<file path="config.mk">
export PLATFORM = sky130hd
export DESIGN_NAME = control_unit
export DESIGN_NICKNAME = d
export VERILOG_FILES = /design/src/source/control_pkg.sv /design/src/source/control_unit.sv /design/src/source/control_word_encoder.sv /design/src/source/micro_sequencer.sv /design/src/source/opcode_decoder.sv
export SDC_FILE = /design/constraint.sdc
export NUM_CORES = 1
export LEC_CHECK = 0
export ABC_CLOCK_PERIOD_IN_PS = 2100
export BUFFER_PORTS_ARGS = -buffer_cell sky130_fd_sc_hd__buf_2
export CORE_AREA = 2 2 68 70
export CTS_CLUSTER_SIZE = 24
export DETAILED_ROUTE_END_ITERATION = 8
export DIE_AREA = 0 0 70 72
export GPL_ROUTABILITY_DRIVEN = 0
export GPL_TIMING_DRIVEN = 0
export MAX_ROUTING_LAYER = met4
export PLACE_DENSITY = 0.78
export SYNTH_ARGS = -nofsm -noshare
export SYNTH_HDL_FRONTEND = slang
export SYNTH_SLANG_ARGS = --single-unit
export TNS_END_PERCENT = 30
</file>
<file path="constraint.sdc">
create_clock -name clk -period 2.1 [get_ports clk]
set_input_delay 0.42 -clock clk [delete_from_list [all_inputs] [get_ports clk]]
set_output_delay 0.42 -clock clk [all_outputs]
set_load 0.02 [all_outputs]
</file>
<file path="src/source/control_pkg.sv">
package control_pkg;

        localparam int instr_width   = 16;
        localparam int opcode_width  = 8;
        localparam int operand_width = 4;

        // each opcode carries the number of the first micro-state of its instruction.
        typedef enum logic [opcode_width-1:0] {
                op_nop    = 8'd4,
                op_add    = 8'd5,
                op_sub    = 8'd9,
                op_lodac  = 8'd11,
                op_mvac   = 8'd20,
                op_movreg = 8'd21,
                op_clac   = 8'd22,
                op_jump   = 8'd24,
                op_jumpz  = 8'd27,
                op_jmnz   = 8'd29,
                op_incac  = 8'd31,
                op_incr   = 8'd32,
                op_incr3  = 8'd33,
                op_sftr   = 8'd34,
                op_sftl   = 8'd36,
                op_endop  = 8'd40
        } opcode_t;

        typedef enum logic [5:0] {
                fetch1 = 6'd1,
                fetch2 = 6'd2,
                fetch3 = 6'd3,
                nop    = 6'd4,
                add1   = 6'd5,
                add2   = 6'd6,
                sub1   = 6'd9,
                sub2   = 6'd10,
                lodac1 = 6'd11,
                lodac2 = 6'd12,
                lodac3 = 6'd13,
                lodac4 = 6'd14,
                lodac5 = 6'd15,
                mvac   = 6'd20,
                movreg = 6'd21,
                clac1  = 6'd22,
                clac2  = 6'd23,
                jump1  = 6'd24,
                jump2  = 6'd25,
                jump3  = 6'd26,
                jumpz  = 6'd27,
                jumpzn = 6'd28,
                jmnz   = 6'd29,
                jmnzn  = 6'd30,
                incac  = 6'd31,
                incr   = 6'd32,
                incr3  = 6'd33,
                sftr1  = 6'd34,
                sftr2  = 6'd35,
                sftl1  = 6'd36,
                sftl2  = 6'd37,
                endop  = 6'd40
        } state_t;

        typedef enum logic [operand_width-1:0] {
                reg_none = 4'd0,
                reg_x    = 4'd1,
                reg_y    = 4'd2,
                reg_z    = 4'd3,
                reg_stxy = 4'd4,
                reg_styz = 4'd5,
                reg_stxz = 4'd6,
                reg_r    = 4'd7,
                reg_r1   = 4'd8,
                reg_r2   = 4'd9,
                reg_r3   = 4'd10,
                reg_dr   = 4'd11
        } reg_sel_t;

        typedef logic [15:0] write_enable_t;

        localparam write_enable_t we_none   = 16'h0000;
        localparam write_enable_t we_alu_ac = 16'h0001;
        localparam write_enable_t we_ir_pc  = 16'h0002;
        localparam write_enable_t we_ir     = 16'h0004;
        localparam write_enable_t we_ar     = 16'h0008;
        localparam write_enable_t we_dr     = 16'h4000;
        localparam write_enable_t we_ac     = 16'h8000;

        // read codes 7 to 17 follow the register codes, offset from rd_ac.
        typedef enum logic [4:0] {
                rd_none = 5'd0, rd_ins_mem = 5'd1, rd_data_mem = 5'd2, rd_ir = 5'd4,
                rd_ac = 5'd6, rd_x = 5'd7, rd_y = 5'd8, rd_z = 5'd9, rd_stxy = 5'd10,
                rd_styz = 5'd11, rd_stxz = 5'd12, rd_r = 5'd13, rd_r1 = 5'd14,
                rd_r2 = 5'd15, rd_r3 = 5'd16, rd_dr = 5'd17
        } read_sel_t;

        typedef logic [3:0] increment_t;

        localparam increment_t inc_none = 4'b0000;
        localparam increment_t inc_pc   = 4'b0001;
        localparam increment_t inc_ac   = 4'b0010;
        localparam increment_t inc_r    = 4'b0100;
        localparam increment_t inc_r3   = 4'b1000;

        typedef enum logic [2:0] {
                alu_no_op = 3'd0, alu_add = 3'd1, alu_sub = 3'd3,
                alu_sftr = 3'd4, alu_sftl = 3'd5, alu_zero = 3'd6
        } alu_op_t;

endpackage
</file>
<file path="src/source/control_unit.sv">
module control_unit
        import control_pkg::*;
(
        input  logic                   clk,
        input  logic                   reset,
        input  logic [instr_width-1:0] instruction,
        input  logic                   Z,
        output write_enable_t          write_enable,
        output read_sel_t              read_enable,
        output increment_t             increment,
        output alu_op_t                alu,
        output logic                   finish
);

        state_t   entry_state;
        reg_sel_t operand_reg;
        state_t   state;
        reg_sel_t held_operand;

        opcode_decoder u_decoder (
                .instruction (instruction),
                .entry_state (entry_state),
                .operand_reg (operand_reg)
        );

        micro_sequencer u_sequencer (
                .clk          (clk),
                .reset        (reset),
                .Z            (Z),
                .entry_state  (entry_state),
                .operand_reg  (operand_reg),
                .state        (state),
                .held_operand (held_operand)
        );

        control_word_encoder u_encoder (
                .clk          (clk),
                .reset        (reset),
                .state        (state),
                .held_operand (held_operand),
                .write_enable (write_enable),
                .read_enable  (read_enable),
                .increment    (increment),
                .alu          (alu),
                .finish       (finish)
        );

endmodule

</file>
<file path="src/source/control_word_encoder.sv">
module control_word_encoder
        import control_pkg::*;
(
        input  logic          clk,
        input  logic          reset,
        input  state_t        state,
        input  reg_sel_t      held_operand,
        output write_enable_t write_enable,
        output read_sel_t     read_enable,
        output increment_t    increment,
        output alu_op_t       alu,
        output logic          finish
);

        write_enable_t we_next;
        read_sel_t     rd_next;
        increment_t    inc_next;
        alu_op_t       alu_next;
        logic          finish_next;
        write_enable_t operand_write;
        read_sel_t     operand_read;
        read_sel_t     ac_read;

        // register codes 1 to 11 sit just above the ar bit and the ac read code.
        always_comb
        begin
                if (held_operand == reg_none)
                begin
                        operand_write = we_none;
                        operand_read  = rd_none;
                        ac_read       = rd_none;
                end
                else
                begin
                        operand_write = we_ar << held_operand;
                        operand_read  = read_sel_t'(rd_ac + held_operand);
                        ac_read       = rd_ac;
                end
        end

        always_comb
        begin
                we_next     = we_none;
                rd_next     = rd_none;
                inc_next    = inc_none;
                alu_next    = alu_no_op;
                finish_next = 1'b0;
                case (state)
                        fetch1, lodac1, jump1: rd_next = rd_ins_mem;
                        fetch2, lodac2, jump2:
                        begin
                                we_next = we_ir;
                                rd_next = rd_ins_mem;
                        end
                        fetch3, jumpzn, jmnzn: inc_next = inc_pc;
                        add1:
                        begin
                                rd_next  = operand_read;
                                alu_next = alu_add;
                        end
                        sub1:
                        begin
                                rd_next  = rd_r;
                                alu_next = alu_sub;
                        end
                        clac1: alu_next = alu_zero;
                        sftr1: alu_next = alu_sftr;
                        sftl1: alu_next = alu_sftl;
                        add2, sub2, clac2, sftr2, sftl2: we_next = we_alu_ac;
                        lodac3:
                        begin
                                we_next  = we_ar;
                                rd_next  = rd_ir;
                                inc_next = inc_pc;
                        end
                        lodac4:
                        begin
                                we_next = we_dr;
                                rd_next = rd_data_mem;
                        end
                        lodac5:
                        begin
                                we_next = we_ac;
                                rd_next = rd_dr;
                        end
                        mvac:
                        begin
                                we_next = operand_write;
                                rd_next = ac_read;
                        end
                        movreg:
                        begin
                                rd_next = operand_read;
                                if (held_operand != reg_none)
                                        we_next = we_ac;
                        end
                        jump3:  we_next = we_ir_pc;
                        incac:  inc_next = inc_ac;
                        incr:   inc_next = inc_r;
                        incr3:  inc_next = inc_r3;
                        endop:  finish_next = 1'b1;
                        // nop, jumpz and jmnz keep the inactive word.
                        default:
                        begin
                        end
                endcase
        end

        always_ff @(posedge clk)
        begin
                if (reset)
                begin
                        write_enable <= we_none;
                        read_enable  <= rd_none;
                        increment    <= inc_none;
                        alu          <= alu_no_op;
                        finish       <= 1'b0;
                end
                else
                begin
                        write_enable <= we_next;
                        read_enable  <= rd_next;
                        increment    <= inc_next;
                        alu          <= alu_next;
                        finish       <= finish_next;
                end
        end

        write_onehot: assert property (@(posedge clk) disable iff (reset)
                $onehot0(write_enable))
                else $error("more than one write enable active: %h", write_enable);

        increment_onehot: assert property (@(posedge clk) disable iff (reset)
                $onehot0(increment))
                else $error("more than one increment active: %h", increment);

        finish_quiet: assert property (@(posedge clk) disable iff (reset)
                finish |-> (write_enable == we_none && read_enable == rd_none &&
                            increment == inc_none && alu == alu_no_op))
                else $error("control word active while finish is high");

endmodule

</file>
<file path="src/source/micro_sequencer.sv">
module micro_sequencer
        import control_pkg::*;
(
        input  logic     clk,
        input  logic     reset,
        input  logic     Z,
        input  state_t   entry_state,
        input  reg_sel_t operand_reg,
        output state_t   state,
        output reg_sel_t held_operand
);

        state_t next_state;

        always_comb
        begin
                case (state)
                        fetch1: next_state = fetch2;
                        fetch2: next_state = fetch3;
                        fetch3: next_state = entry_state;
                        add1:   next_state = add2;
                        sub1:   next_state = sub2;
                        lodac1: next_state = lodac2;
                        lodac2: next_state = lodac3;
                        lodac3: next_state = lodac4;
                        lodac4: next_state = lodac5;
                        clac1:  next_state = clac2;
                        jump1:  next_state = jump2;
                        jump2:  next_state = jump3;
                        sftr1:  next_state = sftr2;
                        sftl1:  next_state = sftl2;
                        jumpz:
                        begin
                                // a zero accumulator skips the target word.
                                if (Z)
                                        next_state = jumpzn;
                                else
                                        next_state = jump1;
                        end
                        jmnz:
                        begin
                                if (Z)
                                        next_state = jump1;
                                else
                                        next_state = jmnzn;
                        end
                        endop:  next_state = endop;
                        // the last state of every other instruction returns to fetch.
                        default: next_state = fetch1;
                endcase
        end

        always_ff @(posedge clk)
        begin
                if (reset)
                        state <= fetch1;
                else
                        state <= next_state;
        end

        // the operand is held through the whole instruction.
        always_ff @(posedge clk)
        begin
                if (state == fetch3)
                        held_operand <= operand_reg;
        end

        state_legal: assert property (@(posedge clk) disable iff (reset)
                state inside {fetch1, fetch2, fetch3, nop, add1, add2, sub1, sub2,
                              lodac1, lodac2, lodac3, lodac4, lodac5, mvac, movreg,
                              clac1, clac2, jump1, jump2, jump3, jumpz, jumpzn,
                              jmnz, jmnzn, incac, incr, incr3, sftr1, sftr2,
                              sftl1, sftl2, endop})
                else $error("micro_sequencer left the defined states: %0d", state);

endmodule

</file>
<file path="src/source/opcode_decoder.sv">
module opcode_decoder
        import control_pkg::*;
(
        input  logic [instr_width-1:0] instruction,
        output state_t                 entry_state,
        output reg_sel_t               operand_reg
);

        logic [opcode_width-1:0]  opcode;
        logic [operand_width-1:0] operand_field;

        assign opcode        = instruction[instr_width-1 -: opcode_width];
        assign operand_field = instruction[operand_width-1:0];

        always_comb
        begin
                case (opcode)
                        op_nop:    entry_state = nop;
                        op_add:    entry_state = add1;
                        op_sub:    entry_state = sub1;
                        op_lodac:  entry_state = lodac1;
                        op_mvac:   entry_state = mvac;
                        op_movreg: entry_state = movreg;
                        op_clac:   entry_state = clac1;
                        op_jump:   entry_state = jump1;
                        op_jumpz:  entry_state = jumpz;
                        op_jmnz:   entry_state = jmnz;
                        op_incac:  entry_state = incac;
                        op_incr:   entry_state = incr;
                        op_incr3:  entry_state = incr3;
                        op_sftr:   entry_state = sftr1;
                        op_sftl:   entry_state = sftl1;
                        op_endop:  entry_state = endop;
                        // unknown opcodes run as a nop.
                        default:   entry_state = nop;
                endcase
        end

        always_comb
        begin
                operand_reg = reg_none;
                case (opcode)
                        op_add:
                        begin
                                // add only encodes R, R1 and R2 in its two low bits.
                                case (operand_field[1:0])
                                        2'd1:    operand_reg = reg_r;
                                        2'd2:    operand_reg = reg_r1;
                                        2'd3:    operand_reg = reg_r2;
                                        default: operand_reg = reg_none;
                                endcase
                        end
                        op_mvac, op_movreg:
                        begin
                                if (operand_field >= reg_x && operand_field <= reg_dr)
                                begin
                                        operand_reg = reg_sel_t'(operand_field);
                                end
                        end
                        default:
                        begin
                                operand_reg = reg_none;
                        end
                endcase
        end

endmodule

</file>
# Word-level counts from Yosys, hierarchy flattened
# Memories as Yosys holds them, arrays and structs flattened.
# Cells that the tools add are included.
# W data, S select, Z words.
[word_totals] rom_bits=384 inputBits=19 latch_bits=0 memories=1 register_bits=39 ramBits=0
[memory_table] memory="(name not given)" words=64 width=6 read_ports=1 rd_clocked_by_memory_dff=0 wr=0 line_no="opcode_decoder.sv:17" text="case (opcode)"
[op_classes] n_reduce_logical=10 bitwise_logic=0 addsub=1 shifts=1 multipliers=0 n_eq_ne=37 muxes=16 n_div=0 magnitude_cmp=2
[ops] cell="$pmux W16 S8" count=1
[ops] cell="$pmux W6 S17" count=1
[ops] cell="$eq A6 B5 Y1 const B" count=12
[ops] cell="$eq A6 B4 Y1 const B" count=7
[ops] cell="$eq A6 B6 Y1 const B" count=7
[ops] cell="$pmux W5 S7" count=1
[ops] cell="$mux W16" count=2
[ops] cell="$eq A8 B5 Y1 const B" count=2
[ops] cell="$pmux W4 S4" count=1
[ops] cell="$shl A4 B4 Y16 const A" count=1
[ops] cell="$pmux W3 S5" count=1
[ops] cell="$eq A6 B2 Y1 const B" count=2
[ops] cell="$eq A6 B3 Y1 const B" count=2
[ops] cell="$pmux W4 S3" count=1
[ops] cell="$mux W3" count=3
[ops] cell="$eq A8 B3 Y1 const B" count=1
[ops] cell="$pmux W4 S2" count=1
[ops] cell="$eq A6 B1 Y1 const B" count=1
[ops] cell="$mux W6" count=1
[ops] cell="$reduce_or A6 Y1" count=1
[ops] cell="$add A3 B4 Y5 const A" count=1
[ops] cell="$mux W5" count=1
[ops] cell="$reduce_or A5 Y1" count=1
[ops] cell="$eq A2 B2 Y1 const B" count=2
[ops] cell="12 further kinds" count=13

# Logic depth before layout (Yosys ltp)
# Gate-level depths: netlist (run 1).
[depth] word_depth=4 mapped_depth=7 mapped_depth_nobuf=7

# Cells and area by module
# A second synthesis (run 1) with hierarchy kept.
[hier_totals] cells_unflattened=302 area_unflattened_um2=2463.6
[modules_own_cells] module="control_word_encoder" cells_per_inst=155 n_inst=1 seq_area_each_um2=580.6 area_each_um2=1308.8
[modules_own_cells] module="micro_sequencer" cells_per_inst=82 n_inst=1 seq_area_each_um2=240.2 area_each_um2=694.4
[modules_own_cells] module="opcode_decoder" cells_per_inst=65 n_inst=1 seq_area_each_um2=0.0 area_each_um2=460.4

# Least setup slack after synthesis (run 1)
# OpenSTA, ideal clock, no wires.
[synth_timing] path_kind="register -> register" startpoint="register u_sequencer.state[0]" endpoint="register u_sequencer.state[1]" path_buffers=1 slack_ns=0.446 stages_incl_launch_ff=7 t_arrival_ns=1.583 cell_sequence="dfxtp_1 buf_2 nand2_1 nor4b_2 nor3b_2 o21ai_0 a21oi_1"
[synth_between] elab_chain_len=2 elab_cells_between_ends=18 classes_between="17 x eq/ne; 1 x mux"
[synth_lines] item="start: declaration" line_no="micro_sequencer.sv:9" text="output state_t state,"
[synth_lines] item="start signal: assignment" line_no="micro_sequencer.sv:56" text="state <= fetch1;"
[synth_lines] item="start signal: assignment" line_no="micro_sequencer.sv:58" text="state <= next_state;"
[synth_lines] item="$eq A6 B6 Y1, or another cell as far along" line_no="micro_sequencer.sv:17" text="case (state)"
[synth_lines] item="$pmux W6 S17 (*)" line_no="micro_sequencer.sv:17"
# Mark *: on every way between the ends. The rest lies on a longest branch, timed or not.
# A chain may end at the register's enable or synchronous reset.

# Final worst setup path (run 1)
[layout_timing] startpoint="register u_sequencer.state[5]" endpoint="register u_sequencer.state[1]"
# The elaborated chain is that of the path after synthesis.

==> flow_metrics.env, run 1 <==
export IMPL_drt_first_pass_iters=5
export IMPL_dpl_cell_area_um2=2550
export IMPL_die_area_um2=5040
export IMPL_routed_wl_mm=5.99
export IMPL_max_cap_viol_count=0
export IMPL_path_clk_slew_ns=0.08
export IMPL_num_rows=24
export IMPL_top_layer_used="met4"
export IMPL_antenna_diode_count=0
export IMPL_slew_limit_headroom_pct=60.0
export IMPL_rrSetupSlack_ns=0.20
export IMPL_status="finished clean"
export IMPL_drive_above_1_share_pct=19.2
export IMPL_overflow=0
export IMPL_ys_flop_type="dfxtp_1"
export IMPL_crit_arrival_ns=2.07
export IMPL_power_density_nw_per_um2=935
export IMPL_worstHoldPathCells=3
export IMPL_r2r_start="u_sequencer.state[5]"
export IMPL_crit_required_ns=2.26
export IMPL_dp_hpwl_mm=4.24
export IMPL_tightest_slew_ns=0.594
export IMPL_route_met2_wl_mm=2.90
export IMPL_drcViolationCount=0
export IMPL_postCtsHoldBufs=0
export IMPL_final_period_utilization_pct=90.6
export IMPL_holdPathEnd="u_sequencer.held_operand[1]"
export IMPL_io_pins=48
export IMPL_portBuffers=42
export IMPL_fin_skew_ns=0.00762
export IMPL_htreeDepth=2
export IMPL_startpoint_type="flip-flop"
export IMPL_antenna_found_initial=0
export IMPL_met3_length_um=597
export IMPL_r2r_end="u_sequencer.state[1]"
export IMPL_syn_area_per_cell_um2=7.63
export IMPL_cts_buffers=5
export IMPL_grt_max_degree=14
export IMPL_hold_class="in2reg"
export IMPL_cts_tree="yes"
export IMPL_route_detailed_wl_per_inst_um=14.9
export IMPL_fin_hold_ws_ns=0.446
export IMPL_wl_met1_mm=2.33
export IMPL_fmax_ghz=0.526
export IMPL_core_area_um2=4260
export IMPL_synth_fp_nets=323
export IMPL_leakage_nw=1.08
export IMPL_nets=373
export IMPL_crit_path_max_fanout=10
export IMPL_cts_sinks=39
export IMPL_synthCells=298
export IMPL_hold_violations=0
export IMPL_yosysWarnings=0
export IMPL_viasPerCell=6.10
export IMPL_setup_viol=0
export IMPL_synth_edff_count=4
export IMPL_async_reset_ff_share_pct=0
export IMPL_finalCriticalPeriod_ns=1.90
export IMPL_die_w_um=70
export IMPL_crit_path_end_kind="flip-flop"
export IMPL_start_util_pct=53.3
export IMPL_postRouteAntennaNets=0
export IMPL_area_delta_synth_final_pct=18.1
export IMPL_synth_cell_type_count=51
export IMPL_cts_buffer_depth=2
export IMPL_peakVddDrop_v=0.000374
export IMPL_grt_pass1_wl_mm=10.2
export IMPL_critPathKind="reg2reg"
export IMPL_synth_area_um2=2270
export IMPL_mostFrequentLayoutCell="buf_2"
export IMPL_vias=2448
export IMPL_r2r_cells=6
export IMPL_drv_slew=0
export IMPL_cp_startpoint="u_sequencer.state[5]"
export IMPL_grt_pass1_vias=2260
export IMPL_final_cell_mix="51 x buf_2, 36 x nor2_1, 35 x nand2_1, 35 x dfxtp_1, 20 x a21oi_1"
export IMPL_final_area_um2=2680
export IMPL_die_h_um=72
export IMPL_ys_seq_area_share_pct=36.1
export IMPL_insertion_delay_ns=0.29
export IMPL_drtIter0Drc=420
export IMPL_rsz0062_at_grt="false"
export IMPL_setup_tns_ns=0
export IMPL_worstHoldStart="instruction[1]"
export IMPL_cts_root_buffer="clkbuf_8"
export IMPL_synth_ff_latch_count=39
export IMPL_grtUsageTotal_pct=25.3
[synthesized netlist by cell type (all sizes together), types with 2 or more instances]
cell type	count	area share, %
edfxtp	4	5.3
dfxtp	35	31
xor2	2	0.77
nand4	5	1.4
a22oi	2	0.66
buf	13	3.0
and2	2	0.55
o32a	2	0.88
ha	6	3.3
nand2	35	5.8
nor2	36	5.9
a311oi	2	0.77
o211ai	6	2.0
inv	13	2.1
nand3b	3	0.99
or3	2	0.55
a21oi	20	4.4
nor4	8	2.2
nand3	7	1.5
nand2b	12	3.3
o31ai	2	0.66
nor2b	9	2.5
nor3	14	3.1
a31oi	9	2.5
o21ai	14	3.1
a21boi	2	0.66
nor3b	3	1.2
clkbuf	7	1.2
mux2i	4	1.8
[state kept, by name (all words and copies together) (netlist names)]
name,flops
u_encoder.alu,3
u_encoder.increment,4
u_sequencer.state,6
u_encoder.finish,1
u_sequencer.held_operand,4
u_encoder.write_enable,16
u_encoder.read_enable,5
[area by class of cell]
class                      instances  area (um2)
clock inverter                     3        43.8
sequential                        39         821
inverter                          14        52.6
buffer                            20        93.8
clock buffer                       5        68.8
timing repair buffer              43         218
tap                               52        65.1
multi-input combinational        225        1320
fill                             389        1580
[through the flow]
stage	std cells	utilization, %	setup slack (ns)	total power, W
3_5_place_dp	392	59.8	0.0600	0.00183
4_1_cts	400	62.4	0.0295	0.00245
2_1_floorplan	298	-	0.446	0.00160
6_report	401	62.9	0.198	0.00251
5_1_grt	401	62.9	0.0777	0.00265
3_3_place_gp	392	59.8	0.0960	0.00183
[power by group]
part	switching (W)	internal [W]	total, W
logic	0.000671	0.000358	0.00103
clock network	0.000269	0.000354	0.000623
registers	0.0000381	0.000821	0.000859
total	0.000978	0.00153	0.00251
[worst max-delay path by stage]
stage | endpoint | depth (start not counted)
final | u_sequencer.state[1] | 6
after global routing | u_encoder.write_enable[14] | 6
after CTS | u_sequencer.state[1] | 5
after detailed placement | u_sequencer.state[1] | 5
after global placement | u_sequencer.state[5] | 5
after floorplan | u_sequencer.state[1] | 6
[logic make-up (layout without fill, tap and decap cells)]
| kind of cell | count (synthesis) | after routing | synth area share [%] |
|---|---|---|---|
| AOI/OAI and AO/OA | 71 | 71 | 20.2 |
| xor gates and xnor gates | 3 | 3 | 1.16 |
| adders and majority gates | 6 | 6 | 3.30 |
| buffers and inverters | 34 | 85 | 6.44 |
| DFF | 39 | 39 | 36.1 |
| muxes | 5 | 5 | 2.26 |
| and+or+nand+nor | 140 | 140 | 30.5 |
[layer usage]
| metal | track usage, % | up-vias |
|---|---|---|
| li1 | - | 1159 |
| met1 | 30.6 | 1087 |
| met2 | 43.1 | 178 |
| met3 | 3.61 | 24 |
| met4 | 9.83 | 0 |
| met5 | - | - |
[repair_timing]
item                                    4_1_cts  5_1_grt
resized for setup                             0        2
buffers inserted                              0        1
endpoints found under the setup margin        0       10
[worst max-delay path, cell delays in order, from the launching register on]
cell,delay (ns)
dfxtp_1,0.33
clkbuf_1,0.40
inv_1,0.18
nand2_1,0.37
a21oi_1,0.08
a311oi_1,0.30
a21oi_1,0.10
(Power assumes the default switching activity.)
==> run 2, diff against run 1 <==
--- a/config.mk
+++ b/config.mk
@@ -14,7 +14,8 @@
 export GPL_ROUTABILITY_DRIVEN = 0
 export GPL_TIMING_DRIVEN = 0
 export MAX_ROUTING_LAYER = met4
-export PLACE_DENSITY = 0.78
+export PLACE_DENSITY = 0.85
+export SLEW_MARGIN = 20
 export SYNTH_ARGS = -nofsm -noshare
 export SYNTH_HDL_FRONTEND = slang
 export SYNTH_SLANG_ARGS = --single-unit
==> run 2 against run 1 <==
Effect of this change: non-clock buffer count fell by 1; utilization barely moved; cell area barely moved; clock skew rose by 0.0075 ns; register-to-register slack barely moved; critical path type unchanged; largest power group unchanged.
==> flow_metrics.env, run 2 (synthesis gave the netlist of run 1 again) <==
export IMPL_crit_path_max_fanout=10
export IMPL_fin_skew_ns=0.0151
export IMPL_drv_slew=0
export IMPL_grt_pass1_wl_mm=9.37
export IMPL_path_clk_slew_ns=0.09
export IMPL_nets=372
export IMPL_setup_tns_ns=0
export IMPL_portBuffers=42
export IMPL_grtUsageTotal_pct=23.5
export IMPL_routed_wl_mm=5.50
export IMPL_route_detailed_wl_per_inst_um=13.8
export IMPL_crit_required_ns=2.25
export IMPL_start_util_pct=53.3
export IMPL_vias=2367
export IMPL_largest_reg_flops=16
export IMPL_r2r_cells=7
export IMPL_postCtsHoldBufs=0
export IMPL_cts_root_buffer="clkbuf_8"
export IMPL_top_register="u_encoder.write_enable"
export IMPL_grt_pass1_vias=2092
export IMPL_drt_first_pass_iters=7
export IMPL_overflow=0
export IMPL_mostFrequentLayoutCell="buf_2"
export IMPL_final_period_utilization_pct=90.4
export IMPL_tightest_slew_ns=0.567
export IMPL_finalCriticalPeriod_ns=1.90
export IMPL_grt_max_degree=14
export IMPL_max_cap_viol_count=0
export IMPL_io_pins=48
export IMPL_viasPerCell=5.92
export IMPL_fmax_ghz=0.527
export IMPL_final_cell_mix="51 x buf_2, 35 x nand2_1, 35 x nor2_1, 35 x dfxtp_1, 20 x a21oi_1"
export IMPL_antenna_found_initial=0
export IMPL_insertion_delay_ns=0.30
export IMPL_crit_path_end_kind="flip-flop"
export IMPL_startpoint_type="flip-flop"
export IMPL_die_h_um=72
export IMPL_antenna_diode_count=0
export IMPL_hold_violations=0
export IMPL_cts_sinks=39
export IMPL_drcViolationCount=0
export IMPL_die_w_um=70
export IMPL_core_area_um2=4260
export IMPL_num_rows=24
export IMPL_power_density_nw_per_um2=927
export IMPL_status="finished clean"
export IMPL_post_cts_buffers=0
export IMPL_peakVddDrop_v=0.000417
export IMPL_drive_above_1_share_pct=19.3
export IMPL_slew_limit_headroom_pct=61.8
export IMPL_hold_class="in2reg"
export IMPL_rsz0062_at_grt="false"
export IMPL_cts_buffers=5
export IMPL_area_delta_synth_final_pct=18.1
export IMPL_setup_viol=0
export IMPL_die_area_um2=5040
export IMPL_critPathKind="reg2reg"
export IMPL_htreeDepth=2
export IMPL_dp_hpwl_mm=4.14
export IMPL_drtIter0Drc=412
export IMPL_leakage_nw=1.08
export IMPL_cts_resized=0
export IMPL_cts_tree="yes"
export IMPL_crit_arrival_ns=2.05
export IMPL_n_fill_cell=386
export IMPL_worstHoldPathCells=3
export IMPL_cts_buffer_depth=2
export IMPL_post_route_util_pct=63.0
export IMPL_postRouteAntennaNets=0
export IMPL_top_regs="u_encoder.write_enable x16, u_sequencer.state x6, u_encoder.read_enable x5"
run 2: cell types whose count changed in the layout (fill, tap and decap cells not counted):
cell	change
nor3b_4	+1
nor2_2	+1
nor2_1	-1
buf_4	-1
nor3b_2	-1
run 2: area by class of cell:
type | instances | area [um2] | share of cell area [%]
tap | 52 | 65.1 | 2.42
clock inverter | 3 | 43.8 | 1.63
sequential | 39 | 821 | 30.6
buffer | 20 | 93.8 | 3.49
inverter | 14 | 52.6 | 1.96
clock buffer | 5 | 68.8 | 2.56
multi-input combinational | 225 | 1330 | 49.5
timing repair buffer | 42 | 210 | 7.83
run 2: where the power goes:
part           internal (W)  switching, W  leakage, nW
logic              0.000351      0.000661        0.704
registers          0.000821     0.0000380        0.321
clock network      0.000354      0.000264       0.0581
run 2: metal layers:
metal / up-vias / wire (um) / global-route usage (%) / share of wire, %
li1: 1162 / - / - / -
met1: 1057 / 2200 / 27.7 / 40
met2: 133 / 2680 / 40.0 / 49
met3: 15 / 482 / 3.89 / 8.8
met4: 0 / 142 / 9.83 / 2.6
met5: - / 0 / - / 0
run 2: critical path: stages (launching register included):
cell      delay, ns
dfxtp_1        0.34
buf_6          0.15
clkbuf_1       0.36
inv_1          0.20
a21oi_1        0.20
o22ai_1        0.11
a222oi_1       0.31
nor2_1         0.08
run 2: per-stage QoR:
stage	setup slack (ns)	hold WS [ns]	instances	cell area (um2)	power [W]
floorplan	0.446	0.555	298	2270	0.00160
global placement	0.0889	0.608	392	2550	0.00182
detailed placement	0.0759	0.613	392	2550	0.00184
CTS	0.0491	0.442	400	2660	0.00245
global route	0.00335	0.454	400	2690	0.00263
finish	0.202	0.446	400	2690	0.00249
run 2: final timing paths:
kind / from / to / slack, ns
hold / removal: instruction[1] / u_sequencer.held_operand[1] / 0.45
setup reg to reg: u_sequencer.state[2] / u_encoder.read_enable[0] / 0.20
hold reg to reg: u_sequencer.state[5] / u_encoder.write_enable[3] / 0.61
setup / recovery: u_sequencer.state[2] / u_encoder.read_enable[0] / 0.20
